==> src/source/rp_cfg.svh <==
// system configuration constants
`ifndef RP_CFG_SVH
`define RP_CFG_SVH

// data path and bus widths
`define RP_ADC_BITS     14            // converter word
`define RP_BUS_BITS     32            // bus address and data
`define RP_SEL_BITS     4             // byte lanes
`define RP_LED_BITS     8

// region field of the bus address
`define RP_REGIONS      8
`define RP_REGION_MSB   22
`define RP_REGION_LSB   20

// region numbers
`define RP_REG_HK       3'd0          // housekeeping
`define RP_REG_ADC      3'd1          // adc readback
`define RP_REG_DAC      3'd3          // dac levels

// offsets inside a region, addr[19:0]
`define RP_HK_ID_OFS    20'h00000
`define RP_HK_LOOP_OFS  20'h00004
`define RP_HK_LED_OFS   20'h00030
`define RP_ADC_A_OFS    20'h00000
`define RP_ADC_B_OFS    20'h00004
`define RP_DAC_A_OFS    20'h00000
`define RP_DAC_B_OFS    20'h00004

// board identification word
`define RP_HK_ID        32'h5250_0001

`endif

==> src/source/rp_pkg.sv <==
// shared data path types
`default_nettype none

`include "rp_cfg.svh"

package rp_pkg;

  ////////////////////////////////////////////////////////////
  // converter words
  ////////////////////////////////////////////////////////////

  // pin format, negative slope offset binary
  typedef logic        [`RP_ADC_BITS-1:0] adc_raw_t;
  // internal sample, two's complement
  typedef logic signed [`RP_ADC_BITS-1:0] sample_t;

  ////////////////////////////////////////////////////////////
  // system bus
  ////////////////////////////////////////////////////////////

  typedef logic [`RP_BUS_BITS-1:0]      bus_addr_t;
  typedef logic [`RP_BUS_BITS-1:0]      bus_data_t;
  typedef logic [`RP_SEL_BITS-1:0]      bus_sel_t;   // byte enables
  typedef logic [$clog2(`RP_REGIONS)-1:0] region_t;  // addr[22:20]

  // board io
  typedef logic [`RP_LED_BITS-1:0]      led_t;

endpackage

`default_nettype wire

==> src/source/sys_bus_if.sv <==
// single region bus link
`timescale 1ns/1ps
`default_nettype none

interface sys_bus_if;

  // request, valid in the strobe cycle
  rp_pkg::bus_addr_t addr;
  rp_pkg::bus_data_t wdata;
  rp_pkg::bus_sel_t  sel;
  logic              wen;    // one cycle write strobe
  logic              ren;    // one cycle read strobe

  // response, one cycle after the strobe
  rp_pkg::bus_data_t rdata;  // zero on writes
  logic              ack;

  // decoder side
  modport master (
    output addr, wdata, sel, wen, ren,
    input  rdata, ack
  );

  // region slave side
  modport slave (
    input  addr, wdata, sel, wen, ren,
    output rdata, ack
  );

endinterface

`default_nettype wire

==> src/source/sys_bus_decode.sv <==
// bus region decoder and response mux
`timescale 1ns/1ps
`default_nettype none

`include "rp_cfg.svh"

module sys_bus_decode (
  input  wire               adc_clk,
  input  wire               arst_n_i,
  input  rp_pkg::bus_addr_t sys_addr_i,
  input  rp_pkg::bus_data_t sys_wdata_i,
  input  rp_pkg::bus_sel_t  sys_sel_i,
  input  wire               sys_wen_i,
  input  wire               sys_ren_i,
  output rp_pkg::bus_data_t sys_rdata_o,
  output logic              sys_ack_o,
  sys_bus_if.master         hk_bus,
  sys_bus_if.master         adc_bus,
  sys_bus_if.master         dac_bus
);

  rp_pkg::region_t req_region;   // region of the current request
  rp_pkg::region_t rsp_region;   // region of the last request
  logic            strobe;
  logic            unmapped;
  logic            def_ack;      // local responder for empty regions

  assign req_region = sys_addr_i[`RP_REGION_MSB:`RP_REGION_LSB];
  assign strobe     = sys_wen_i || sys_ren_i;
  assign unmapped   = (req_region != `RP_REG_HK) && (req_region != `RP_REG_ADC) &&
                      (req_region != `RP_REG_DAC);

  ////////////////////////////////////////////////////////////
  // request fan out
  ////////////////////////////////////////////////////////////

  // address, data and lanes go to every slave, strobes to one
  assign hk_bus.addr   = sys_addr_i;
  assign hk_bus.wdata  = sys_wdata_i;
  assign hk_bus.sel    = sys_sel_i;
  assign hk_bus.wen    = sys_wen_i && (req_region == `RP_REG_HK);
  assign hk_bus.ren    = sys_ren_i && (req_region == `RP_REG_HK);

  assign adc_bus.addr  = sys_addr_i;
  assign adc_bus.wdata = sys_wdata_i;
  assign adc_bus.sel   = sys_sel_i;
  assign adc_bus.wen   = sys_wen_i && (req_region == `RP_REG_ADC);
  assign adc_bus.ren   = sys_ren_i && (req_region == `RP_REG_ADC);

  assign dac_bus.addr  = sys_addr_i;
  assign dac_bus.wdata = sys_wdata_i;
  assign dac_bus.sel   = sys_sel_i;
  assign dac_bus.wen   = sys_wen_i && (req_region == `RP_REG_DAC);
  assign dac_bus.ren   = sys_ren_i && (req_region == `RP_REG_DAC);

  // region latch and default ack
  always_ff @(posedge adc_clk or negedge arst_n_i)
  begin
    if (!arst_n_i)
    begin
      rsp_region <= '0;
      def_ack    <= 1'b0;
    end
    else
    begin
      if (strobe)
        rsp_region <= req_region;  // held until the next request
      def_ack <= strobe && unmapped; // empty regions answer in one cycle
    end
  end

  ////////////////////////////////////////////////////////////
  // response mux
  ////////////////////////////////////////////////////////////

  always_comb
  begin
    case (rsp_region)
      `RP_REG_HK:
      begin
        sys_ack_o   = hk_bus.ack;
        sys_rdata_o = hk_bus.rdata;
      end
      `RP_REG_ADC:
      begin
        sys_ack_o   = adc_bus.ack;
        sys_rdata_o = adc_bus.rdata;
      end
      `RP_REG_DAC:
      begin
        sys_ack_o   = dac_bus.ack;
        sys_rdata_o = dac_bus.rdata;
      end
      default:
      begin
        sys_ack_o   = def_ack;     // empty regions read zero
        sys_rdata_o = '0;
      end
    endcase
  end

  // processor never reads and writes in the same cycle
  a_no_rw_overlap: assert property (@(posedge adc_clk) disable iff (!arst_n_i)
    !(sys_wen_i && sys_ren_i));

endmodule

`default_nettype wire

==> src/source/housekeeping_regs.sv <==
// housekeeping registers
`timescale 1ns/1ps
`default_nettype none

`include "rp_cfg.svh"

module housekeeping_regs (
  input  wire           adc_clk,
  input  wire           arst_n_i,
  sys_bus_if.slave      bus,
  output rp_pkg::led_t  led_o,
  output logic          loop_en_o
);

  logic [`RP_REGION_LSB-1:0] ofs;  // offset inside region 0

  assign ofs = bus.addr[`RP_REGION_LSB-1:0];

  ////////////////////////////////////////////////////////////
  // configuration registers
  ////////////////////////////////////////////////////////////

  always_ff @(posedge adc_clk or negedge arst_n_i)
  begin
    if (!arst_n_i)
    begin
      led_o     <= '0;     // leds dark
      loop_en_o <= 1'b0;   // pins feed the adc path
    end
    else if (bus.wen && bus.sel[0])
    begin
      // all fields sit in byte lane 0
      case (ofs)
        `RP_HK_LOOP_OFS: loop_en_o <= bus.wdata[0];
        `RP_HK_LED_OFS:  led_o     <= bus.wdata[`RP_LED_BITS-1:0];
        default:         ;    // id and holes are read only
      endcase
    end
  end

  ////////////////////////////////////////////////////////////
  // bus response
  ////////////////////////////////////////////////////////////

  always_ff @(posedge adc_clk or negedge arst_n_i)
  begin
    if (!arst_n_i)
    begin
      bus.ack   <= 1'b0;
      bus.rdata <= '0;
    end
    else
    begin
      bus.ack   <= bus.wen || bus.ren;
      bus.rdata <= '0;                 // writes return zero
      if (bus.ren)
      begin
        case (ofs)
          `RP_HK_ID_OFS:   bus.rdata <= `RP_HK_ID;
          `RP_HK_LOOP_OFS: bus.rdata <= {{(`RP_BUS_BITS-1){1'b0}}, loop_en_o};
          `RP_HK_LED_OFS:  bus.rdata <= {{(`RP_BUS_BITS-`RP_LED_BITS){1'b0}}, led_o};
          default:         bus.rdata <= '0;
        endcase
      end
    end
  end

  // one cycle ack, and no back to back request from the decoder
  a_hk_ack: assert property (@(posedge adc_clk) disable iff (!arst_n_i)
    (bus.wen || bus.ren) |=> bus.ack ##1 !bus.ack);

endmodule

`default_nettype wire

==> src/source/analog_frontend.sv <==
// adc capture and readback
`timescale 1ns/1ps
`default_nettype none

`include "rp_cfg.svh"

module analog_frontend (
  input  wire              adc_clk,
  input  wire              arst_n_i,
  input  rp_pkg::adc_raw_t adc_dat_a_i,
  input  rp_pkg::adc_raw_t adc_dat_b_i,
  input  wire              loop_en_i,
  input  rp_pkg::sample_t  dac_a_i,
  input  rp_pkg::sample_t  dac_b_i,
  sys_bus_if.slave         bus
);

  rp_pkg::adc_raw_t adc_raw_a;  // pin registers
  rp_pkg::adc_raw_t adc_raw_b;
  rp_pkg::sample_t  smp_a;      // converted or looped samples
  rp_pkg::sample_t  smp_b;

  // io registers, then neg slope offset binary to two's complement
  always_ff @(posedge adc_clk)
  begin
    adc_raw_a <= adc_dat_a_i;
    adc_raw_b <= adc_dat_b_i;
    smp_a <= loop_en_i ? dac_a_i : {adc_raw_a[`RP_ADC_BITS-1], ~adc_raw_a[`RP_ADC_BITS-2:0]};
    smp_b <= loop_en_i ? dac_b_i : {adc_raw_b[`RP_ADC_BITS-1], ~adc_raw_b[`RP_ADC_BITS-2:0]};
  end

  ////////////////////////////////////////////////////////////
  // region 1 readback
  ////////////////////////////////////////////////////////////

  always_ff @(posedge adc_clk or negedge arst_n_i)
  begin
    if (!arst_n_i)
    begin
      bus.ack   <= 1'b0;
      bus.rdata <= '0;
    end
    else
    begin
      bus.ack   <= bus.wen || bus.ren;   // writes are acked and dropped
      bus.rdata <= '0;
      if (bus.ren)
      begin
        case (bus.addr[`RP_REGION_LSB-1:0])
          `RP_ADC_A_OFS: bus.rdata <= {{(`RP_BUS_BITS-`RP_ADC_BITS){smp_a[`RP_ADC_BITS-1]}},
                                       smp_a};
          `RP_ADC_B_OFS: bus.rdata <= {{(`RP_BUS_BITS-`RP_ADC_BITS){smp_b[`RP_ADC_BITS-1]}},
                                       smp_b};
          default:       bus.rdata <= '0;
        endcase
      end
    end
  end

  a_adc_ack: assert property (@(posedge adc_clk) disable iff (!arst_n_i)
    (bus.wen || bus.ren) |=> bus.ack ##1 !bus.ack);

endmodule

`default_nettype wire

==> src/source/dac_output.sv <==
// dac level registers and pin stage
`timescale 1ns/1ps
`default_nettype none

`include "rp_cfg.svh"

module dac_output (
  input  wire               adc_clk,
  input  wire               arst_n_i,
  sys_bus_if.slave          bus,
  output rp_pkg::sample_t   dac_a_o,
  output rp_pkg::sample_t   dac_b_o,
  output rp_pkg::adc_raw_t  dac_dat_a_o,
  output rp_pkg::adc_raw_t  dac_dat_b_o
);

  logic [`RP_REGION_LSB-1:0] ofs;
  logic                      lvl_wr;  // needs both low lanes

  assign ofs    = bus.addr[`RP_REGION_LSB-1:0];
  assign lvl_wr = bus.wen && (bus.sel[1:0] == 2'b11);

  always_ff @(posedge adc_clk or negedge arst_n_i)
  begin
    if (!arst_n_i)
    begin
      dac_a_o     <= '0;
      dac_b_o     <= '0;
      dac_dat_a_o <= {1'b0, {(`RP_ADC_BITS-1){1'b1}}};  // mid scale
      dac_dat_b_o <= {1'b0, {(`RP_ADC_BITS-1){1'b1}}};
      bus.ack     <= 1'b0;
      bus.rdata   <= '0;
    end
    else
    begin
      if (lvl_wr && (ofs == `RP_DAC_A_OFS))
        dac_a_o <= bus.wdata[`RP_ADC_BITS-1:0];
      if (lvl_wr && (ofs == `RP_DAC_B_OFS))
        dac_b_o <= bus.wdata[`RP_ADC_BITS-1:0];
      // pin registers, signed back to neg slope offset binary
      dac_dat_a_o <= {dac_a_o[`RP_ADC_BITS-1], ~dac_a_o[`RP_ADC_BITS-2:0]};
      dac_dat_b_o <= {dac_b_o[`RP_ADC_BITS-1], ~dac_b_o[`RP_ADC_BITS-2:0]};
      // levels read back sign extended
      bus.ack   <= bus.wen || bus.ren;
      bus.rdata <= '0;
      if (bus.ren && (ofs == `RP_DAC_A_OFS))
        bus.rdata <= {{(`RP_BUS_BITS-`RP_ADC_BITS){dac_a_o[`RP_ADC_BITS-1]}}, dac_a_o};
      if (bus.ren && (ofs == `RP_DAC_B_OFS))
        bus.rdata <= {{(`RP_BUS_BITS-`RP_ADC_BITS){dac_b_o[`RP_ADC_BITS-1]}}, dac_b_o};
    end
  end

  a_dac_ack: assert property (@(posedge adc_clk) disable iff (!arst_n_i)
    (bus.wen || bus.ren) |=> bus.ack ##1 !bus.ack);

endmodule

`default_nettype wire

==> src/source/rp_top.sv <==
// analog board top level
`timescale 1ns/1ps
`default_nettype none

module rp_top (
  input  wire               adc_clk,
  input  wire               arst_n_i,
  input  rp_pkg::adc_raw_t  adc_dat_a_i,   // adc ch1 pins
  input  rp_pkg::adc_raw_t  adc_dat_b_i,   // adc ch2 pins
  input  rp_pkg::bus_addr_t sys_addr_i,
  input  rp_pkg::bus_data_t sys_wdata_i,
  input  rp_pkg::bus_sel_t  sys_sel_i,
  input  wire               sys_wen_i,
  input  wire               sys_ren_i,
  output rp_pkg::bus_data_t sys_rdata_o,
  output wire               sys_ack_o,
  output rp_pkg::adc_raw_t  dac_dat_a_o,   // dac ch1 pins
  output rp_pkg::adc_raw_t  dac_dat_b_o,   // dac ch2 pins
  output rp_pkg::led_t      led_o
);

  wire             loop_en;    // digital loopback switch
  rp_pkg::sample_t dac_a;      // software dac levels
  rp_pkg::sample_t dac_b;

  sys_bus_if hk_bus  ();       // region 0
  sys_bus_if adc_bus ();       // region 1
  sys_bus_if dac_bus ();       // region 3

  ////////////////////////////////////////////////////////////
  // decode, execute and result stages
  ////////////////////////////////////////////////////////////

  sys_bus_decode u_decode (
    .adc_clk (adc_clk), .arst_n_i (arst_n_i),
    .sys_addr_i (sys_addr_i), .sys_wdata_i (sys_wdata_i), .sys_sel_i (sys_sel_i),
    .sys_wen_i (sys_wen_i), .sys_ren_i (sys_ren_i),
    .sys_rdata_o (sys_rdata_o), .sys_ack_o (sys_ack_o),
    .hk_bus (hk_bus.master), .adc_bus (adc_bus.master), .dac_bus (dac_bus.master)
  );

  housekeeping_regs u_hk (
    .adc_clk (adc_clk), .arst_n_i (arst_n_i), .bus (hk_bus.slave),
    .led_o (led_o), .loop_en_o (loop_en)
  );

  analog_frontend u_adc (
    .adc_clk (adc_clk), .arst_n_i (arst_n_i),
    .adc_dat_a_i (adc_dat_a_i), .adc_dat_b_i (adc_dat_b_i),
    .loop_en_i (loop_en), .dac_a_i (dac_a), .dac_b_i (dac_b), .bus (adc_bus.slave)
  );

  dac_output u_dac (
    .adc_clk (adc_clk), .arst_n_i (arst_n_i), .bus (dac_bus.slave),
    .dac_a_o (dac_a), .dac_b_o (dac_b),
    .dac_dat_a_o (dac_dat_a_o), .dac_dat_b_o (dac_dat_b_o)
  );

endmodule

`default_nettype wire

==> config.mk <==
export PLATFORM = sky130hd
export DESIGN_NAME = rp_top
export DESIGN_NICKNAME = d
export VERILOG_FILES = /design/src/source/rp_pkg.sv /design/src/source/sys_bus_if.sv /design/src/source/sys_bus_decode.sv /design/src/source/housekeeping_regs.sv /design/src/source/analog_frontend.sv /design/src/source/dac_output.sv /design/src/source/rp_top.sv
export VERILOG_INCLUDE_DIRS = /design/src /design/src/source
export SDC_FILE = /design/constraint.sdc
export NUM_CORES = 1
export LEC_CHECK = 0
export ABC_AREA = 0
export ABC_CLOCK_PERIOD_IN_PS = 3800
export BUFFER_PORTS_ARGS = -buffer_cell sky130_fd_sc_hd__clkbuf_2
export CORE_MARGIN = 3
export CORE_UTILIZATION = 50
export CTS_CLUSTER_SIZE = 8
export DETAILED_ROUTE_END_ITERATION = 8
export PLACE_DENSITY = 0.74
export SYNTH_ARGS = -nofsm -noshare
export SYNTH_HDL_FRONTEND = slang
export SYNTH_SLANG_ARGS = --single-unit
==> constraint.sdc <==
create_clock -name adc_clk -period 3.8 [get_ports adc_clk]
set_input_delay 0 -clock adc_clk [delete_from_list [all_inputs] [get_ports adc_clk]]
set_output_delay 0 -clock adc_clk [all_outputs]
set_load 0.02 [all_outputs]
# Word-level counts from Yosys, hierarchy flattened
# Index checks and enable logic that the tools add are counted.
[totals] reg_bits=224 output_inout_bits=69 elab_cells=66
[op_classes] eq_ne=9 mux=10 n_bitwise=4 reduce_logical=25
[op_table] cell="2-to-1 mux 32 bit" count=4
[op_table] cell="case mux 32 bit (3 select lines)" count=1
[op_table] cell="case mux 31 bit (3 select lines)" count=1
[op_table] cell="case mux 32 bit (2 select lines)" count=1
[op_table] cell="NOT 13 bit" count=4
[op_table] cell="2-to-1 mux 14 bit" count=2
[op_table] cell="== test 20 x 3 -> 1 bit (second input constant)" count=1
[op_table] cell="== test 20 x 6 -> 1 bit (second input constant)" count=1
[op_table] cell="zero test 20 bit" count=1
[op_table] cell="logical AND 1 bit" count=15
[op_table] cell="== test 3 x 1 -> 1 bit (second input constant)" count=2
[op_table] cell="== test 3 x 2 -> 1 bit (second input constant)" count=2
[op_table] cell="zero test 3 bit" count=2
[op_table] cell="logical OR 1 bit" count=4
[op_table] cell="AND reduction 2 bit" count=2
[op_table] cell="inequality test 3 x 1 -> 1 bit (second input constant)" count=1
[op_table] cell="inequality test 3 x 2 -> 1 bit (second input constant)" count=1
[op_table] cell="case mux 1 bit (3 select lines)" count=1
[op_table] cell="nonzero test 3 bit" count=1
[op_table] cell="== test 2 bit (second input constant)" count=1

# Depth between registers and ports, before layout
# Gate-level depths: netlist of run 1.
[logic_depth] ltp_word=5 depth_mapped=6

# Modules after synthesis
# Synthesis of run 1 repeated with hierarchy kept, for this count alone.
[hier_totals] cells_unflattened=804 hier_area_um2=8802.2
[by_module_without_submodules] mod="sys_bus_decode" instances=1 cells_per_inst=344 area_per_inst_um2=2844.0 seq_area_each_um2=100.1
[by_module_without_submodules] mod="dac_output" instances=1 cells_per_inst=191 area_per_inst_um2=2796.4 seq_area_each_um2=1809.2
[by_module_without_submodules] mod="analog_frontend" instances=1 cells_per_inst=189 area_per_inst_um2=2243.4 seq_area_each_um2=1496.4
[by_module_without_submodules] mod="housekeeping_regs" instances=1 cells_per_inst=80 area_per_inst_um2=918.4 seq_area_each_um2=475.5

# Worst setup path before layout of run 1
# OpenSTA, ideal clock, no wires.
[synth_timing] path_type="register -> output" start="reg u_decode.rsp_region[1]" end="out sys_rdata_o[22]" arrival_time_ns=2.191 slack_ns=1.609 path_stages_with_launch=7 path_cell_list="dfrtp_1 > clkbuf_1 > buf_2 > mux2i_1 > nor2_1 > a31o_2 > buf_4"
[synth_between] elab_chain_cells=2 elab_cells_between_ends=4 cone_classes="2 x eq/ne; 1 x mux; 1 x reduce/logical"
[synth_rtl] element="start, declared" line="sys_bus_decode.sv:23" source="rp_pkg::region_t rsp_region;"
[synth_rtl] element="start signal, assigned" line="sys_bus_decode.sv:67" source="rsp_region <= req_region;"
[synth_rtl] element="== test 3 x 2 -> 1 bit (tied with other cells)" line="sys_bus_decode.sv:78" source="case (rsp_region)"
[synth_rtl] element="case mux 32 bit (3 select lines) *" line="sys_bus_decode.sv:78"
[synth_rtl] element="end, declared" line="rp_top.sv:15" source="output rp_pkg::bus_data_t sys_rdata_o,"
# Mark *: on every way between the ends. The rest lies on a longest branch, timed or not.

# Worst setup path in the final report of run 1
[layout_timing] start="in sys_addr_i[0]" end="reg u_dac.dac_a_o[1]"
[layout_between] elab_chain_cells=2
[layout_rtl] element="start, declared" line="rp_top.sv:10" source="input rp_pkg::bus_addr_t sys_addr_i,"
[layout_rtl] element="zero test 20 bit (no source line)"
[layout_rtl] element="logical AND 1 bit" line="dac_output.sv:36" source="if (lvl_wr && (ofs == `RP_DAC_A_OFS))"
[layout_rtl] element="end signal, assigned" line="dac_output.sv:37" source="dac_a_o <= bus.wdata[`RP_ADC_BITS-1:0];"
[layout_rtl] element="end, declared" line="dac_output.sv:11" source="output rp_pkg::sample_t dac_a_o,"
# No other way between the ends.
# A chain may end at the register's enable or synchronous reset.

==> impl_results.md, run 1 <==
- Status: finished, final reports clean
- Synth Area in Simple Gates: 0.08851
- Grt met2 use: 0.3565
- Multi-input logic area: roughly 0.0017 mm²
- Library cells used by synthesis: 34
- Die Footprint: 0.01322 mm²
- Die span in y: approximately 110 µm
- Max VDD drop: between 0.0003 and 0.0004 V
- Setup_tns: 0 ns
- Clock sinks: approximately 170
- RSZ-0062 raised after global routing: no
- P_leak: about 3.6 nW
- Htree depth: 4
- Share of cells above drive strength 1: 0.3652
- Tot Pwr: approximately 3.6 mW
- Fin nets: 725
- Ant. Diodes: 0
- Worst-path clk slew: 0.06 ns
- Die W: around 110 µm
- CP endpoint kind: flop
- Total GRT Usage: 0.2078
- # hold bufs at CTS: 55
- Port Buf Inserts: roughly 140
- Number of global-route vias before repair: around 4,200
- FMAX: 0.3757 GHz
- Total grt overflow: 0
- Largest net degree at the start of global routing: just under 90
- Critical Path Start Type: input port
- CTS buffer count: 17
- Worst EP arrival: just under 3 ns
- TritonCTS clock tree: built
- Area growth from synthesis to layout: 30.37%
- Final Hold Violating Endpoints: 0
- Flop-to-flop setup slack: around 2.3 ns
- Max transition margin: 0.1203
- IO Pins: around 170
- Fin cells: about 780
- Fin Hold WS: 0.02519 ns
- Antenna violations before repair: 0
- Largest family of logic cells by synthesized area: multiplexers
- Final ANT Viol Nets: 0
- Worst-Margin Slew: 1.319 ns
- Seq/Total Area, Yosys: 0.6537
- Initial DRC count: 280
- Post-Syn Nets: roughly 550
- Post-DP HPWL: 8.152 mm
- Fillers: roughly 860
- Global routing usage on met1: 0.2566
- Hold crit path type: in -> reg
- Most common cell after layout, fill and taps aside: clkbuf_2
- Synthesized area: approximately 0.0059 mm²
- Post-cts resize count: 0
- CP required: 4.09 ns
- Via-per-instance ratio: around 5
- Final wirelength: 13.09 mm
- # setup viols final: 0
- CORE AREA: 0.01152 mm²
- Row cnt: 39
- Clock root buffer: clkbuf_16
- Fin crit period: 2.661 ns
- Post-Synthesis Cells: ~450
- Clock tree buffer depth: 2
- First-pass GRT wire length: 20.78 mm
- Post-synthesis xor/xnor area fraction: 0
- Critical Path, Cell by Cell: dlygate4sd3_1 > clkbuf_2 > nor4_2 > dlygate4sd3_1 > nand2_1 > nor3_4 > mux2_2
- Adder-Cell Fraction of Synth Area: 0
- Crit path top cell by count: dlygate4sd3_1
- Yosys warning total: 0
- Mux cell area share after synthesis: 0.1488
- Drt drc: 0
- Commonest non-fill, non-tap cells in the layout: clkbuf_2 (138), dfrtp_1 (82), dfxtp_1 (56)
- Syn avg cell area: around 13 µm²
- Slowest cell on the critical path: nor3_4
- Placed Area: 0.006608 mm²
- Routed WL per cell: 16.76 µm
- Storage cell area: slightly below 0.004 mm²
- First-pass DRT Iterations: 4
- Worst-case clock skew: 0.006991 ns
- Met3 Track Usage GR: 0.05158
- Routability-driven placement congestion ratio: roughly 0.84
- Critical path class: in -> reg
- FF+latch count, synth: 165
- Clk_lat worst skew: roughly 0.41 ns
- Vias: a little under 4,000
- CP peak stage delay: 0.79 ns
- Post-route cell area: just under 0.008 mm²
- Initial Utilization: 0.5155
- Final Max Slew Viols: 0
- DP Cell Count: approximately 700
- Final Cycle Share: 0.7004
- Crit path max fanout: 14
- Pwr/cell area: approximately 470 mW/mm²
- Postcts setup bufs: 0
- Synth Area in Compound Gates: 0.05311
- Max Cap Viol: 0
- Gr busiest metal: met2
==> cell usage after synthesis, drive strengths merged <==
| master | number | area share |
|---|---|---|
| inv | 29 | 0.018 |
| mux2i | 32 | 0.054 |
| nor3b | 1 | 0.0013 |
| dfstp | 26 | 0.12 |
| and3b | 1 | 0.0015 |
| o21ai | 3 | 0.0025 |
| nor2b | 1 | 0.0011 |
| a21oi | 1 | 0.00084 |
| a22oi | 37 | 0.047 |
| nand4 | 5 | 0.0063 |
| dfrtp | 83 | 0.35 |
| nand4b | 1 | 0.0015 |
| and3 | 2 | 0.0021 |
| a31o | 1 | 0.0015 |
| nor3 | 5 | 0.0099 |
| and2 | 8 | 0.0084 |
| nor4 | 7 | 0.017 |
| a2bb2oi | 1 | 0.0015 |
| and4 | 1 | 0.0015 |
| buf | 28 | 0.032 |
| dfxtp | 56 | 0.19 |
| mux2 | 50 | 0.095 |
| nand3 | 3 | 0.0025 |
| nand2 | 5 | 0.0032 |
| clkbuf | 9 | 0.0057 |
| nor2 | 51 | 0.032 |
==> final cells by class <==
class / count / share of cell area
well taps: 143 / 0.02312
multi-input cells: 216 / 0.2228
clock buffers: 22 / 0.06288
inverters: 29 / 0.01406
clock inverters: 10 / 0.01229
flip-flops and latches: 165 / 0.5016
repair buffers: 196 / 0.1633
==> stage by stage <==
stage,util,setup WS (ns)
floorplan,-,1.609
global placement,0.5738,1.626
detailed placement,0.5738,1.590
CTS,0.6721,1.129
global route,0.6721,0.9588
finish,0.6721,1.139
==> state kept, by name, summed over array words and instances, names as in the netlist, 8 cells and up <==
name / flops
u_hk.bus.rdata: 9
u_adc.adc_raw_a: 14
u_adc.smp_a: 14
u_adc.smp_b: 14
u_dac.dac_a_o: 14
u_dac.bus.rdata: 14
u_dac.dac_dat_a_o: 14
u_adc.adc_raw_b: 14
u_dac.dac_dat_b_o: 14
u_hk.led_o: 8
u_adc.bus.rdata: 14
u_dac.dac_b_o: 14
==> worst max-delay path, delay by kind of cell <==
family	cells	cell delay [ns]
buffers and inverters	3	1.27
AND/OR/NAND/NOR	3	1.26
multiplexers	1	0.42
==> metal layers <==
layer | part of all wire | vias up | routed length, µm
met2 | 0.50 | 174 | 6584
met1 | 0.42 | 1906 | 5476
met3 | 0.057 | 23 | 742
li1 | - | 1867 | -
met5 | 0 | - | 0
met4 | 0.022 | 0 | 287
==> where the power goes <==
part	leakage [nW]	total, mW	internal (mW)	switching (mW)
sequential	1.89	1.81	1.79	0.0239
combinational	1.42	0.158	0.0827	0.0757
clock	0.277	1.65	0.982	0.663
==> worst paths after layout <==
kind | depth (start not counted) | start | to
min in group asynchronous | 2 | arst_n_i | u_hk.bus.rdata[3]
max reg2reg | 1 | u_hk.loop_en_o | u_adc.smp_a[13]
min | 3 | sys_addr_i[2] | u_hk.bus.rdata[0]
max | 7 | sys_addr_i[0] | u_dac.dac_a_o[1]
min reg2reg | 1 | u_adc.adc_raw_a[12] | u_adc.smp_a[12]
max in group asynchronous | 3 | arst_n_i | u_dac.dac_dat_b_o[10]
==> cell families after synthesis <==
group	count (synthesis)
compound gates	43
buf+inv	66
flops	165
mux	82
simple gates	91
Note: power is estimated with default switching activity, not from simulation.
==> run 2: changes to the inputs <==
ABC_AREA = 1   (was 0)
ABC_CLOCK_PERIOD_IN_PS = 2560   (was 3800)
clock period = 2.56 ns   (was 3.8 ns; I/O delays follow)
==> run 2 against run 1 <==
Against the previous run:
- power is 56% higher
- combinational power is 48% higher
- sequential share of layout area is 0.45 points higher
- clock power is 65% higher
- die area is 1.3% lower
- count of clock-buffer cells in the layout is 3 higher
- non-clock buffer count is 3 lower
- flip-flop and latch count stayed put
- critical endpoint is now sys_rdata_o[19]
- largest cell class unchanged
- largest power group is now clock
==> impl_results.md, run 2 <==
- Tot Pwr: 5.630 mW (+56%)
- CP peak stage delay: 0.46 ns (-0.33 ns)
- Most frequent cells after synthesis: nand2_1 (175), dfrtp_1 (83), dfxtp_1 (56), inv_1 (54), o21ai_0 (36)
- Synth Flop Type: dfrtp_1
- Reg2Reg Depth: 3 (+2)
- Yosys warning total: 0 (unchanged)
- Number of global-route vias before repair: 4,670 (+12%)
- Fraction of registers with async set/reset: 0.6606 (unchanged)
- Storage cell area: 0.003881 mm² (about the same)
- Fillers: 793 (-7.3%)
- Seq/Total Area, Yosys: 0.6630 (+0.009221)
- Fin nets: 868 (+20%)
- Gate power share: 0.042 (-0.002)
- Routability-driven placement congestion ratio: 0.8146 (-3.4%)
- CP required: 2.56 ns (-1.53 ns)
- Pwr/cell area: 734.2 mW/mm² (+57%)
- Total GRT Usage: 0.2459 (+0.03808)
- Max VDD drop: 0.0004727 V (+43%)
- Crit path max fanout: 15 (+1)
- Placed Area: 0.006528 mm² (-1.2%)
- Post-route cell area: 0.007669 mm² (-0.92%)
- Final ANT Viol Nets: 0 (unchanged)
- Die W: 114.2 µm (-0.66%)
- Synth area leaders: dfrtp_1 (35%), dfxtp_1 (19%), dfstp_2 (12%), nand2_1 (11%), inv_1 (3.5%)
- Critical Path Start Type: flop
- Final Max Slew Viols: 0 (unchanged)
- Post-Syn Nets: 692 (+27%)
- Vias: 4,727 (+19%)
- Area leader, netlist: dfrtp_1
- Worst-Margin Slew: 0.8369 ns (-0.4826 ns)
- Post-synth EDFFs: 0 (unchanged)
- FMAX: around 0.45 GHz
- Status: finished, final reports clean
- Post-Place Setup Slack: 0.7847 ns (-0.8056 ns)
- CORE AREA: 0.01113 mm² (-3.4%)
- CTS buffer count: 17 (unchanged)
- Library cells used by synthesis: 28 (-18%)
- Clock root buffer: clkbuf_16
- Worst Setup SP: u_decode.rsp_region[2]
- P_leak: 3.706 nW (+3.3%)
- RSZ-0062 raised after global routing: no
- First-pass GRT wire length: 24.44 mm (+18%)
- Worst setup margin: 0.3464 ns (-0.7922 ns)
- # setup viols final: 0 (unchanged)
- Reg power frac: 0.474 (-0.027)
- Synthesized area: 0.005854 mm² (-1.4%)
- Final design utilization: 0.6893 (+0.01717)
- Drt drc: 0 (unchanged)
- Fin crit period: 2.214 ns
- IO Pins: 169 (unchanged)
- Clock sinks: 165 (unchanged)
- Clock tree buffer depth: 2 (unchanged)
- Crit path top cell by count: nand2_1
- TritonCTS clock tree: built
- FF+latch count, synth: 165 (unchanged)
- Critical Path, Cell by Cell: nor2_1 > nand2_1 > inv_1 > nand2_1 > nand2_1 > clkbuf_2
- Max transition margin: 0.4421 (+0.3217)
- Most common cell after layout, fill and taps aside: nand2_1
- Slowest cell on the critical path: inv_1
- Setup crit end: sys_rdata_o[19]
- Syn avg cell area: 9.889 µm² (-26%)
- Row cnt: 38 (-2.6%)
- Antenna violations before repair: 1 (+1)
- NetSw: 1.127 mW (+48%)
- Die span in y: 114.2 µm (-0.66%)
- Largest net degree at the start of global routing: 66 (-24%)
- CP endpoint kind: output port
- Worst R2R End: u_adc.smp_a[10]
- Max Cap Viol: 0 (unchanged)
- Worst-path clk slew: 0.07 ns (about the same)
- Routed WL per cell: 16.75 µm (about the same)
- Total grt overflow: 0 (unchanged)
- Hold crit path type: in -> reg
- Multi-input logic area: 0.001514 mm² (-12%)
- Final Hold Violating Endpoints: 0 (unchanged)
- Area growth from synthesis to layout: 30.99%
- Int Power: 4.503 mW (+58%)
- Worst EP arrival: 2.21 ns (-0.74 ns)
- Final Cycle Share: 0.8647
- Port Buf Inserts: 139 (unchanged)
- Commonest non-fill, non-tap cells in the layout: nand2_1 (175), clkbuf_2 (138), dfrtp_1 (83)
- Clk_lat worst skew: 0.42 ns (about the same)
- Setup_tns: 0 ns (unchanged)
- Critical path class: reg -> out
- Die Footprint: 0.01304 mm² (-1.3%)
- Initial Utilization: 0.5262 (+0.01067)
- RR Startpoint: u_hk.loop_en_o
- Share of the synthesized area in the top cell type: 0.3548 (+0.004935)
- Post-DP HPWL: 9.592 mm (+18%)
- Share of cells above drive strength 1: 0.2727 (-0.09248)
- Clock power frac: 0.484 (+0.029)
- Initial DRC count: 337 (+20%)
- Most frequent cell after synthesis: nand2_1
- Htree depth: 4 (unchanged)
- Final wirelength: 15.44 mm (+18%)
- Via-per-instance ratio: 5.127 (+0.86%)
- Postcts setup bufs: 0 (unchanged)
- Switching part of the total power: 0.2002 (-0.01091)
- Post-Synthesis Cells: 592 (+32%)
- Flop-to-flop setup slack: 1.08 ns (-1.23 ns)
- First-pass DRT Iterations: 7 (+3)
- Worst-case clock skew: 0.009675 ns (+0.002684 ns)
[run 2: cell types whose count changed in the layout (fill, tap and decap cells not counted), moves of 14 or more]
cell,change
o21ai_1,+29
nor2_1,-23
inv_1,+25
mux2i_1,-32
a21oi_1,+14
mux2_2,-24
a22oi_1,-33
o21ai_0,+33
mux2_1,-24
nand3_1,+19
nand2_1,+170
[run 2: worst min path at each step]
stage                          from                  end  cells past startpoint
global placement    adc_dat_a_i[10]  u_adc.adc_raw_a[10]                      1
detailed placement   adc_dat_a_i[9]   u_adc.adc_raw_a[9]                      1
finish                 sys_sel_i[0]       u_hk.loop_en_o                      5
floorplan                  arst_n_i        u_adc.bus.ack                      0
CTS                    sys_sel_i[0]       u_hk.loop_en_o                      5
global route          sys_addr_i[2]    u_hk.bus.rdata[0]                      6
[run 2: logic make-up after synthesis]
| kind of cell | synth area share |
|---|---|
| flops | 0.6630 |
| simple gates | 0.1738 |
| mux | 0.003847 |
| compound gates | 0.08100 |
| buf+inv | 0.07843 |
[run 2: through the flow]
step           hold WS, ns  instances
2_1_floorplan      -0.2956        592
3_3_place_gp        0.1036        839
3_5_place_dp        0.1039        839
4_1_cts            0.02413        921
5_1_grt            0.07337        922
6_report           0.04435        922
[run 2: power by group through the flow]
stage | Sequential [mW] | Clock [mW] | Combinational [mW]
3_5_place_dp | 2.72 | 0 | 0.174
2_1_floorplan | 2.71 | 0 | 0.0576
5_1_grt | 2.67 | 2.84 | 0.260
4_1_cts | 2.67 | 2.72 | 0.232
6_report | 2.67 | 2.73 | 0.234
3_3_place_gp | 2.71 | 0 | 0.168
[run 2: cell type report]
type                            count  area share
Timing Repair Buffer              193      0.1619
Clock buffer                       25     0.06461
Multi-Input combinational cell    334      0.1974
Tap cell                          140     0.02284
Inverter                           57     0.02823
Sequential cell                   165      0.5061
Antenna cell                        1   0.0003263
Clock inverter                      7     0.01860
[run 2: critical path, delay by kind of cell (launching register included)]
family | cells | cell delay (ns)
and+or+nand+nor | 4 | 0.70
buffers and inverters | 2 | 0.70
DFF | 1 | 0.40
[run 2: repair_timing]
action / 4_1_cts / 5_1_grt
hold buffers: 50 / 0
setup endpoints to repair: 0 / 0
endpoints found under the hold margin: 126 / 0
gates resized for setup: 0 / 0
[run 2: metal layers]
metal | up-vias | global-route usage | routed length [µm]
met5 | - | 0 | 0
met4 | 0 | 0.1124 | 473
met3 | 41 | 0.05444 | 1068
met2 | 228 | 0.3946 | 7603
met1 | 2260 | 0.3210 | 6296
li1 | 2198 | - | -
